### config.mk
export PLATFORM = sky130hd
export DESIGN_NAME = column_flattener
export DESIGN_NICKNAME = d
export VERILOG_FILES = /design/src/raycast_pkg.sv /design/src/column_sequencer.sv /design/src/color_picker.sv /design/src/address_generator.sv /design/src/pixel_writer.sv /design/src/column_flattener.sv
export SDC_FILE = /design/constraint.sdc
export NUM_CORES = 1
export LEC_CHECK = 0
export BUFFER_PORTS_ARGS = -buffer_cell sky130_fd_sc_hd__buf_2
export CAP_MARGIN = 10
export CORE_MARGIN = 3
export CORE_UTILIZATION = 35
export CTS_CLUSTER_SIZE = 30
export DETAILED_ROUTE_END_ITERATION = 7
export SYNTH_ARGS = -nofsm -noshare
export SYNTH_HDL_FRONTEND = slang
export SYNTH_SLANG_ARGS = --single-unit
### constraint.sdc
create_clock -name pixel_clk_in -period 3.7 [get_ports pixel_clk_in]
set_input_delay 0.74 -clock pixel_clk_in [delete_from_list [all_inputs] [get_ports pixel_clk_in]]
set_output_delay 0.74 -clock pixel_clk_in [all_outputs]
set_load 0.05 [all_outputs]
### src/raycast_pkg.sv
package raycast_pkg;

    // field widths of the column word and frame buffer
    localparam int HCOUNT_W   = 9;
    localparam int ROW_W      = 8;
    localparam int MAP_DATA_W = 5;
    localparam int WALL_X_W   = 16;
    localparam int FB_ADDR_W  = 16;  // 320*180 = 57600 words
    localparam int COLOR_W    = 8;   // palette index

    // screen geometry
    localparam logic [HCOUNT_W-1:0] SCREEN_WIDTH       = 9'd320;
    localparam logic [ROW_W-1:0]    SCREEN_HEIGHT      = 8'd180;
    localparam logic [ROW_W-1:0]    HALF_SCREEN_HEIGHT = SCREEN_HEIGHT >> 1;
    localparam logic [ROW_W-1:0]    LAST_ROW           = SCREEN_HEIGHT - 8'd1;

    // both frame buffers report ready on this value
    localparam logic [1:0] FB_BOTH_READY = 2'b11;

    // hedge palette, maps 0 and 2
    localparam logic [COLOR_W-1:0] SKY_HEDGE   = 8'd249;
    localparam logic [COLOR_W-1:0] FLOOR_HEDGE = 8'd239;

    // pig palette, maps 1 and 3
    localparam logic [COLOR_W-1:0] SKY_PIG     = 8'd38;
    localparam logic [COLOR_W-1:0] FLOOR_PIG   = 8'd45;

    localparam logic [COLOR_W-1:0] SOLID_COLOR = 8'd14;  // same on every map

    // neon walls, one per code 23..26
    localparam logic [COLOR_W-1:0] NEON_YELLOW = 8'd21;
    localparam logic [COLOR_W-1:0] NEON_BLUE   = 8'd48;
    localparam logic [COLOR_W-1:0] NEON_GREEN  = 8'd32;
    localparam logic [COLOR_W-1:0] NEON_PINK   = 8'd181;

    // map cell codes
    localparam logic [MAP_DATA_W-1:0] MAP_EMPTY      = 5'd0;
    localparam logic [MAP_DATA_W-1:0] MAP_SOLID      = 5'd1;
    localparam logic [MAP_DATA_W-1:0] MAP_NEON_FIRST = 5'd23;
    localparam logic [MAP_DATA_W-1:0] MAP_NEON_LAST  = 5'd26;

    // ray-march fifo word, msb first
    typedef struct packed {
        logic [HCOUNT_W-1:0]   hcount;       // screen column
        logic [ROW_W-1:0]      line_height;  // projected wall height in rows
        logic                  wall_type;    // 0 x side, 1 y side
        logic [MAP_DATA_W-1:0] map_data;     // cell code that was hit
        logic [WALL_X_W-1:0]   wall_x;       // hit position along the wall
    } column_t;

    // one row in flight out of the sequencer
    typedef struct packed {
        logic              valid;
        logic [ROW_W-1:0]  row;
        logic              last;    // row 179 of a tlast column
        column_t           column;
    } row_step_t;

    // frame buffer word
    typedef struct packed {
        logic               shade;
        logic [COLOR_W-1:0] color;
    } fb_pixel_t;

    // color stage result
    typedef struct packed {
        logic      valid;
        logic      last;
        fb_pixel_t pixel;
    } pixel_stage_t;

    // address stage result
    typedef struct packed {
        logic                 valid;
        logic [FB_ADDR_W-1:0] addr;
    } addr_stage_t;

endpackage

### src/column_sequencer.sv
module column_sequencer (
    input  logic                   pixel_clk_in,
    input  logic                   rst_in,
    input  logic                   dda_fifo_tvalid,
    input  raycast_pkg::column_t   dda_fifo_tdata,
    input  logic                   dda_fifo_tlast,
    input  logic [1:0]             fb_ready_to_switch,
    output logic                   dda_fifo_tready,
    output raycast_pkg::row_step_t step
);
    import raycast_pkg::*;

    typedef enum logic [1:0] {
        WAIT_COLUMN,  // idle, fifo may hand over a column
        WALK_ROWS,    // one row per cycle
        WAIT_SWITCH   // frame done, hold off until buffers swap
    } seq_state_t;

    seq_state_t       state;
    logic [ROW_W-1:0] row;        // current row of the column
    column_t          column_q;   // captured fifo word
    logic             tlast_q;    // captured packet end
    logic             last_row;
    logic             accept;

    assign last_row = (row == LAST_ROW);

    // ready on idle, and on the final row so columns run back to back
    always_comb begin
        case (state)
            WAIT_COLUMN: dda_fifo_tready = 1'b1;
            WALK_ROWS:   dda_fifo_tready = last_row && !tlast_q;  // no early accept after tlast
            default:     dda_fifo_tready = 1'b0;
        endcase
    end

    assign accept = dda_fifo_tvalid && dda_fifo_tready;

    // control
    always_ff @(posedge pixel_clk_in) begin
        if (rst_in) begin
            state <= WAIT_COLUMN;
            row   <= '0;
        end else begin
            case (state)
                WAIT_COLUMN: begin
                    if (accept) begin
                        state <= WALK_ROWS;
                        row   <= '0;
                    end
                end
                WALK_ROWS: begin
                    if (!last_row) begin
                        row <= row + 8'd1;
                    end else begin
                        row <= '0;
                        if (accept) begin
                            state <= WALK_ROWS;    // next column starts right away
                        end else if (tlast_q) begin
                            state <= WAIT_SWITCH;
                        end else begin
                            state <= WAIT_COLUMN;
                        end
                    end
                end
                WAIT_SWITCH: begin
                    if (fb_ready_to_switch == FB_BOTH_READY) begin
                        state <= WAIT_COLUMN;      // tready rises the cycle after
                    end
                end
                default: state <= WAIT_COLUMN;
            endcase
        end
    end

    // payload, loaded only on a handshake
    always_ff @(posedge pixel_clk_in) begin
        if (accept) begin
            column_q <= dda_fifo_tdata;
            tlast_q  <= dda_fifo_tlast;
        end
    end

    always_comb begin
        step.valid  = (state == WALK_ROWS);
        step.row    = row;
        step.last   = (state == WALK_ROWS) && tlast_q && last_row;  // marks the frame's final pixel
        step.column = column_q;
    end

    // rows follow each other with no gap until the closing row
    a_rows_contiguous: assert property (@(posedge pixel_clk_in) disable iff (rst_in)
        step.valid && (step.row != LAST_ROW) |=> step.valid && (step.row == $past(step.row) + 8'd1));

    a_row_in_range: assert property (@(posedge pixel_clk_in) disable iff (rst_in)
        row <= LAST_ROW);

endmodule

### src/color_picker.sv
module color_picker (
    input  logic                      pixel_clk_in,
    input  logic                      rst_in,
    input  raycast_pkg::row_step_t    step,
    input  logic [1:0]                map_select,
    output raycast_pkg::pixel_stage_t pixel_stage
);
    import raycast_pkg::*;

    typedef enum logic [1:0] {
        REGION_SKY,
        REGION_FLOOR,
        REGION_WALL
    } region_t;

    logic [ROW_W-1:0]   half_height;
    logic [ROW_W-1:0]   draw_start;   // first wall row
    logic [ROW_W-1:0]   draw_end;     // first floor row
    region_t            region;
    logic [COLOR_W-1:0] sky_color;
    logic [COLOR_W-1:0] floor_color;
    logic [COLOR_W-1:0] wall_color;
    fb_pixel_t          pixel_next;

    // wall band centred on row 90, at most 0..179 for height 180
    assign half_height = step.column.line_height >> 1;
    assign draw_start  = HALF_SCREEN_HEIGHT - half_height;
    assign draw_end    = HALF_SCREEN_HEIGHT + half_height;

    always_comb begin
        if (step.row < draw_start) begin
            region = REGION_SKY;
        end else if (step.row >= draw_end) begin
            region = REGION_FLOOR;   // height 0 gives sky above 90, floor below
        end else begin
            region = REGION_WALL;
        end
    end

    // bit 0 of map_select picks the palette
    always_comb begin
        if (map_select[0]) begin
            sky_color   = SKY_PIG;
            floor_color = FLOOR_PIG;
        end else begin
            sky_color   = SKY_HEDGE;
            floor_color = FLOOR_HEDGE;
        end
    end

    always_comb begin
        case (step.column.map_data)
            MAP_EMPTY:              wall_color = sky_color;    // see-through cell
            MAP_SOLID:              wall_color = SOLID_COLOR;
            MAP_NEON_FIRST:         wall_color = NEON_YELLOW;
            MAP_NEON_FIRST + 5'd1:  wall_color = NEON_BLUE;
            MAP_NEON_FIRST + 5'd2:  wall_color = NEON_GREEN;
            MAP_NEON_LAST:          wall_color = NEON_PINK;
            default:                wall_color = SOLID_COLOR;  // textured codes drawn flat
        endcase
    end

    always_comb begin
        case (region)
            REGION_SKY:   pixel_next = '{shade: 1'b0, color: sky_color};
            REGION_FLOOR: pixel_next = '{shade: 1'b0, color: floor_color};
            default:      pixel_next = '{shade: step.column.wall_type, color: wall_color};
        endcase
    end

    always_ff @(posedge pixel_clk_in) begin
        pixel_stage.pixel <= pixel_next;
        if (rst_in) begin
            pixel_stage.valid <= 1'b0;
            pixel_stage.last  <= 1'b0;
        end else begin
            pixel_stage.valid <= step.valid;
            pixel_stage.last  <= step.valid && step.last;
        end
    end

    // taller walls would wrap the bounds
    a_height_in_range: assert property (@(posedge pixel_clk_in) disable iff (rst_in)
        step.valid |-> step.column.line_height <= SCREEN_HEIGHT);

endmodule

### src/address_generator.sv
module address_generator (
    input  logic                     pixel_clk_in,
    input  logic                     rst_in,
    input  raycast_pkg::row_step_t   step,
    output raycast_pkg::addr_stage_t addr_stage
);
    import raycast_pkg::*;

    logic [FB_ADDR_W-1:0] row_ext;
    logic [FB_ADDR_W-1:0] row_offset;
    logic [FB_ADDR_W-1:0] addr_next;

    assign row_ext = FB_ADDR_W'(step.row);

    // row * 320 as row * 256 + row * 64
    assign row_offset = (row_ext << 8) + (row_ext << 6);

    // largest is 319 + 179 * 320, fits in 16 bits
    assign addr_next = row_offset + FB_ADDR_W'(step.column.hcount);

    always_ff @(posedge pixel_clk_in) begin
        addr_stage.addr <= addr_next;
        if (rst_in) begin
            addr_stage.valid <= 1'b0;
        end else begin
            addr_stage.valid <= step.valid;
        end
    end

    // an off-screen column would land in the next row
    a_hcount_on_screen: assert property (@(posedge pixel_clk_in) disable iff (rst_in)
        step.valid |-> step.column.hcount < SCREEN_WIDTH);

endmodule

### src/pixel_writer.sv
module pixel_writer (
    input  logic                                   pixel_clk_in,
    input  logic                                   rst_in,
    input  raycast_pkg::pixel_stage_t              pixel_stage,
    input  raycast_pkg::addr_stage_t               addr_stage,
    output logic [raycast_pkg::FB_ADDR_W-1:0]      ray_address,
    output raycast_pkg::fb_pixel_t                 ray_pixel,
    output logic                                   ray_pixel_valid,
    output logic                                   ray_last_pixel
);

    // merge both stages into one frame buffer write
    always_ff @(posedge pixel_clk_in) begin
        ray_address <= addr_stage.addr;
        ray_pixel   <= pixel_stage.pixel;
        if (rst_in) begin
            ray_pixel_valid <= 1'b0;
            ray_last_pixel  <= 1'b0;
        end else begin
            ray_pixel_valid <= pixel_stage.valid;                      // write strobe
            ray_last_pixel  <= pixel_stage.valid && pixel_stage.last;  // frame done
        end
    end

    // color and address paths have equal latency
    a_stages_aligned: assert property (@(posedge pixel_clk_in) disable iff (rst_in)
        pixel_stage.valid == addr_stage.valid);

    // frame end is a single pulse
    a_last_is_pulse: assert property (@(posedge pixel_clk_in) disable iff (rst_in)
        ray_last_pixel |=> !ray_last_pixel);

endmodule

### src/column_flattener.sv
module column_flattener (
    input  logic                              pixel_clk_in,
    input  logic                              rst_in,
    input  logic                              dda_fifo_tvalid,
    input  raycast_pkg::column_t              dda_fifo_tdata,
    input  logic                              dda_fifo_tlast,
    output logic                              dda_fifo_tready,
    input  logic [1:0]                        fb_ready_to_switch,
    input  logic [1:0]                        map_select,
    output logic [raycast_pkg::FB_ADDR_W-1:0] ray_address,
    output raycast_pkg::fb_pixel_t            ray_pixel,
    output logic                              ray_pixel_valid,
    output logic                              ray_last_pixel
);
    import raycast_pkg::*;

    row_step_t    step;         // row in flight
    pixel_stage_t pixel_stage;  // shaded color, 1 cycle later
    addr_stage_t  addr_stage;   // buffer address, 1 cycle later

    column_sequencer i_column_sequencer (
        .pixel_clk_in       (pixel_clk_in),
        .rst_in             (rst_in),
        .dda_fifo_tvalid    (dda_fifo_tvalid),
        .dda_fifo_tdata     (dda_fifo_tdata),
        .dda_fifo_tlast     (dda_fifo_tlast),
        .fb_ready_to_switch (fb_ready_to_switch),
        .dda_fifo_tready    (dda_fifo_tready),
        .step               (step)
    );

    color_picker i_color_picker (
        .pixel_clk_in (pixel_clk_in),
        .rst_in       (rst_in),
        .step         (step),
        .map_select   (map_select),
        .pixel_stage  (pixel_stage)
    );

    address_generator i_address_generator (
        .pixel_clk_in (pixel_clk_in),
        .rst_in       (rst_in),
        .step         (step),
        .addr_stage   (addr_stage)
    );

    pixel_writer i_pixel_writer (
        .pixel_clk_in    (pixel_clk_in),
        .rst_in          (rst_in),
        .pixel_stage     (pixel_stage),
        .addr_stage      (addr_stage),
        .ray_address     (ray_address),
        .ray_pixel       (ray_pixel),
        .ray_pixel_valid (ray_pixel_valid),
        .ray_last_pixel  (ray_last_pixel)
    );

endmodule

==> summary.txt <==
STA
  • Worst Skew: 0.009630 ns
  • Ratio of final minimum period to clock period: 77.79%
  • Final hold violations: 0
  • Final Max Slew Viols: 0
  • Fin Setup TNS: 0 ns
  • Rel. slew slack: 58.38%
  • RSZ-0062 raised after global routing: no
  • Minimum clock period: 2.878 ns
  • Final WS setup: 0.8220 ns
  • Max Fclk: 0.3475 GHz
  • Worst slew pin tran: 0.6230 ns
  • # setup viols final: 0

Floorplan
  • Die Height: 106.1 um
  • Core area: 0.009503 mm2
  • Die area: 0.01126 mm2
  • Initial Util: 36.91%
  • DIE WIDTH: 106.1 um
  • Core Rows: 35
  • Io pins: 75

Synthesis
  • Post-Syn Area: 0.003507 mm2
  • Post-Synthesis Cells: 291
  • Area contributors post-synth: dfxtp_1 37%, edfxtp_1 20%, ha_1 12%
  • Top cell type by total area after synthesis: dfxtp_1
  • Yosys cell types: 50
  • Yosys reg bits: 87
  • Mapped Nets: 375
  • Seq/Total Area, Yosys: 56.23%
  • Top_reg_cell synth: dfxtp_1
  • Top cell type's share of synthesized area: 36.53%
  • Synth warn: 0
  • Post-synthesis async set-or-reset flop share: 0%
  • Syn Area/Cell: 12.05 um2
  • EDFF count, synth: 23

Critical path
  • Critical path class: register to primary output
  • Crit end category: primary output
  • RR Startpoint: i_column_sequencer.step[24]$_DFFE_PP_
  • Startpoint Class: register
  • Max incr delay on CP: 0.50 ns
  • CP Buf/Inv Count: 1
  • Reg2Reg Depth: 9
  • Reg2Reg Capture Point: i_color_picker.pixel_stage[7]$_DFF_P_
  • Crit-path max FO: 7
  • Delay-heaviest family, CP: simple AND/OR/NAND/NOR gates
  • Data required, critical path: 2.96 ns
  • Worst-path cell chain: ha_1, nand4_1, or2_1, o21ai_1, nor2b_1, buf_2
  • Critical path's slowest cell: dfxtp_1
  • Critical Path AT: 2.14 ns
  • Reg-to-reg slack, setup: 0.93 ns

Power and ir drop
  • Switching Power: 474.3 uW
  • Power Dens Cells: 491.0 mW/mm2
  • Seq pwr share: 51.1%
  • Comb pwr share: 9.2%
  • Internal: 1584 uW
  • Maximum VDD drop: 0.2026 mV
  • Design Power: 2059 uW
  • Pleak: 0.001826 uW
  • Sw frac: 23.04%
  • Clock group share of total power: 39.7%

Clock network
  • Root buffer cell: clkbuf_8
  • Setup Fix Bufs, Post-CTS: 0
  • Total CTS buffers: 9
  • H-Tree Depth: 3
  • Sink Count: 87
  • CTS Hold Bufs: 0
  • CTS tree: built
  • Clk Latency, worst-skew pair: 0.35 ns
  • Reg clk slew, reported paths: 0.08 ns
  • PostCTS Resize Cnt: 0
  • Clock Path Buffers: 2

Outcome
  • Status: finished, final reports clean

Routing
  • 1st-pass router iterations: 4
  • Routed WL per cell: 12.28 um
  • Vias per inst: 4.649
  • Via count: 2278
  • Final wirelength: 6.018 mm
  • Final ANT Viol Nets: 0
  • Remaining DRCs: 0
  • Initial DRC count: 104

Layout
  • Layout net count: 440
  • Final Cell Area: 0.004193 mm2
  • Ant. Diodes: 0
  • Core occupancy in the finished layout: 44.12%
  • Area growth syn-to-layout: 19.55%
  • Layout cells sized above 1: 22.44%
  • # fillers: 901

Global route
  • Initial antenna violation count: 0
  • GRT overflow: 0
  • Vias in the first global route: 2296
  • Total track usage: 11.59%
  • Pin count of the biggest net entering global routing: 24
  • Global-route wire length before repair: 10.37 mm

Job
  • Total of max-cap violations: 0

Placed design
  • Pre-CTS setup slack: 0.9310 ns
  • Final HPWL DP: 4.354 mm
  • GP Congestion: 0.8023
  • Placed cell area: 0.003938 mm2
  • I/O Buffers: 56

Worst hold path
  • Worst hold start: i_address_generator.addr_stage[11]$_DFF_P_
  • Hold Crit Class: register to register
  • Hold Path Depth: 0
  • WHS Endpoint: i_pixel_writer.ray_address[11]$_DFF_P_
flip-flops by register name, summed over array words and instances (netlist names):
name                            count
i_address_generator.addr_stage     16
i_pixel_writer.ray_address         16
i_column_sequencer.row              8
i_column_sequencer.step            22
i_column_sequencer.state            2
i_pixel_writer.ray_pixel_valid      1
i_pixel_writer.ray_pixel            9
i_color_picker.pixel_stage         11
i_pixel_writer.ray_last_pixel       1
i_column_sequencer.tlast_q          1
through the flow:
step / hold WS, ns / cells
finish: 0.3307 / 490
global route: 0.3378 / 490
CTS: 0.3315 / 490
detailed placement: 0.3121 / 474
global placement: 0.3102 / 474
floorplan: 0.3096 / 291
synth_stat cells, types with 2 or more instances:
library cell  count
ha_1             35
nand2_1          11
o31ai_4           2
xnor2_1          13
clkbuf_1          2
o21ai_0           9
dfxtp_1          64
o2bb2ai_1         2
a2bb2oi_1         2
inv_1             6
a21oi_2           3
or2_1             2
a21oi_1          15
and2_1            3
a211oi_1          4
o21ai_1           4
or3_1             4
nand3b_1          4
edfxtp_1         23
nand4_1           2
nand2b_1          4
xor2_1            3
nand3_1           2
nor2b_1           5
fa_1              2
nor3_1            9
a31oi_1           2
and3_1            3
o21a_1            2
nor2_1           23
a22oi_1           2
mux2i_1           3
a21o_1            3
a211o_1           2
kinds of logic (layout without fill, tap and decap cells):
| logic type | Yosys count | in the layout | synth area share [%] |
|---|---|---|---|
| multiplexers | 3 | 3 | 0.8563 |
| flip-flops | 87 | 87 | 56.23 |
| buffers and inverters | 9 | 79 | 1.177 |
| adder cells (fa/ha/maj) | 37 | 37 | 13.63 |
| AO/OA/AOI/OAI | 61 | 61 | 12.59 |
| XOR/XNOR | 16 | 16 | 3.996 |
| AND/OR/NAND/NOR | 78 | 78 | 11.52 |
layout make-up:
type                            instances  area (um2)  share of cell area (%)
Clock buffer                           12       156.4                   3.730
Tap cell                              129       161.4                   3.850
Multi-Input combinational cell        195        1494                   35.63
Clock inverter                          4       98.84                   2.358
Timing Repair Buffer                   57       287.8                   6.864
Inverter                                6       22.52                  0.5372
Sequential cell                        87        1972                   47.03
metal layers:
metal  vias up  wire length [um]  global-route usage [%]
li1       1191                 -                       -
met1      1037              2899                   14.06
met2        40              2712                   19.00
met3        10               279                   3.279
met4         0               127                   5.365
met5         -                 0                       0
power by group through the flow:
stage	Sequential, uW	Combinational, uW	Clock (uW)
after floorplan	1120	86.9	0
after global placement	1070	186	0
after detailed placement	1070	191	0
after CTS	1050	192	841
after global routing	1060	209	877
final	1050	189	818
worst register-to-register path, delay by kind of cell, from the launching register on:
kind	cells	cell delay, ns
compound gates	4	0.87
fa+ha+maj	2	0.57
flops	1	0.50
simple gates	1	0.42
mux	1	0.21
xor+xnor	1	0.15
worst max-delay path by stage:
| stage | startpoint | cells after the start | to | slack [ns] |
|---|---|---|---|---|
| final | i_column_sequencer.row[0]$_SDFFE_PP0P_ | 6 | dda_fifo_tready | 0.82 |
| after global placement | i_column_sequencer.step[24]$_DFFE_PP_ | 9 | i_color_picker.pixel_stage[7]$_DFF_P_ | 1.02 |
| after CTS | i_column_sequencer.row[0]$_SDFFE_PP0P_ | 6 | dda_fifo_tready | 0.77 |
| after floorplan | i_column_sequencer.row[0]$_SDFFE_PP0P_ | 6 | i_column_sequencer.step[16]$_DFFE_PP_ | 0.72 |
| after detailed placement | i_column_sequencer.step[24]$_DFFE_PP_ | 9 | i_color_picker.pixel_stage[7]$_DFF_P_ | 0.93 |
| after global routing | i_column_sequencer.row[0]$_SDFFE_PP0P_ | 6 | dda_fifo_tready | 0.65 |
cells in the final DEF (no fill, tap or decap), drive strengths merged, types with 4 or more instances in the layout:
cell | Yosys | routed
buf | 1 | 57
nand2 | 11 | 11
nor2b | 5 | 5
edfxtp | 23 | 23
or3 | 4 | 4
a211oi | 4 | 4
o21ai | 13 | 13
a21o | 4 | 4
ha | 35 | 35
xnor2 | 13 | 13
nand2b | 4 | 4
nand3b | 4 | 4
clkbuf | 2 | 12
a21oi | 18 | 18
nor2 | 23 | 23
nor3 | 9 | 9
dfxtp | 64 | 64
inv | 6 | 7
No activity file was read; power rests on OpenSTA's default activity.
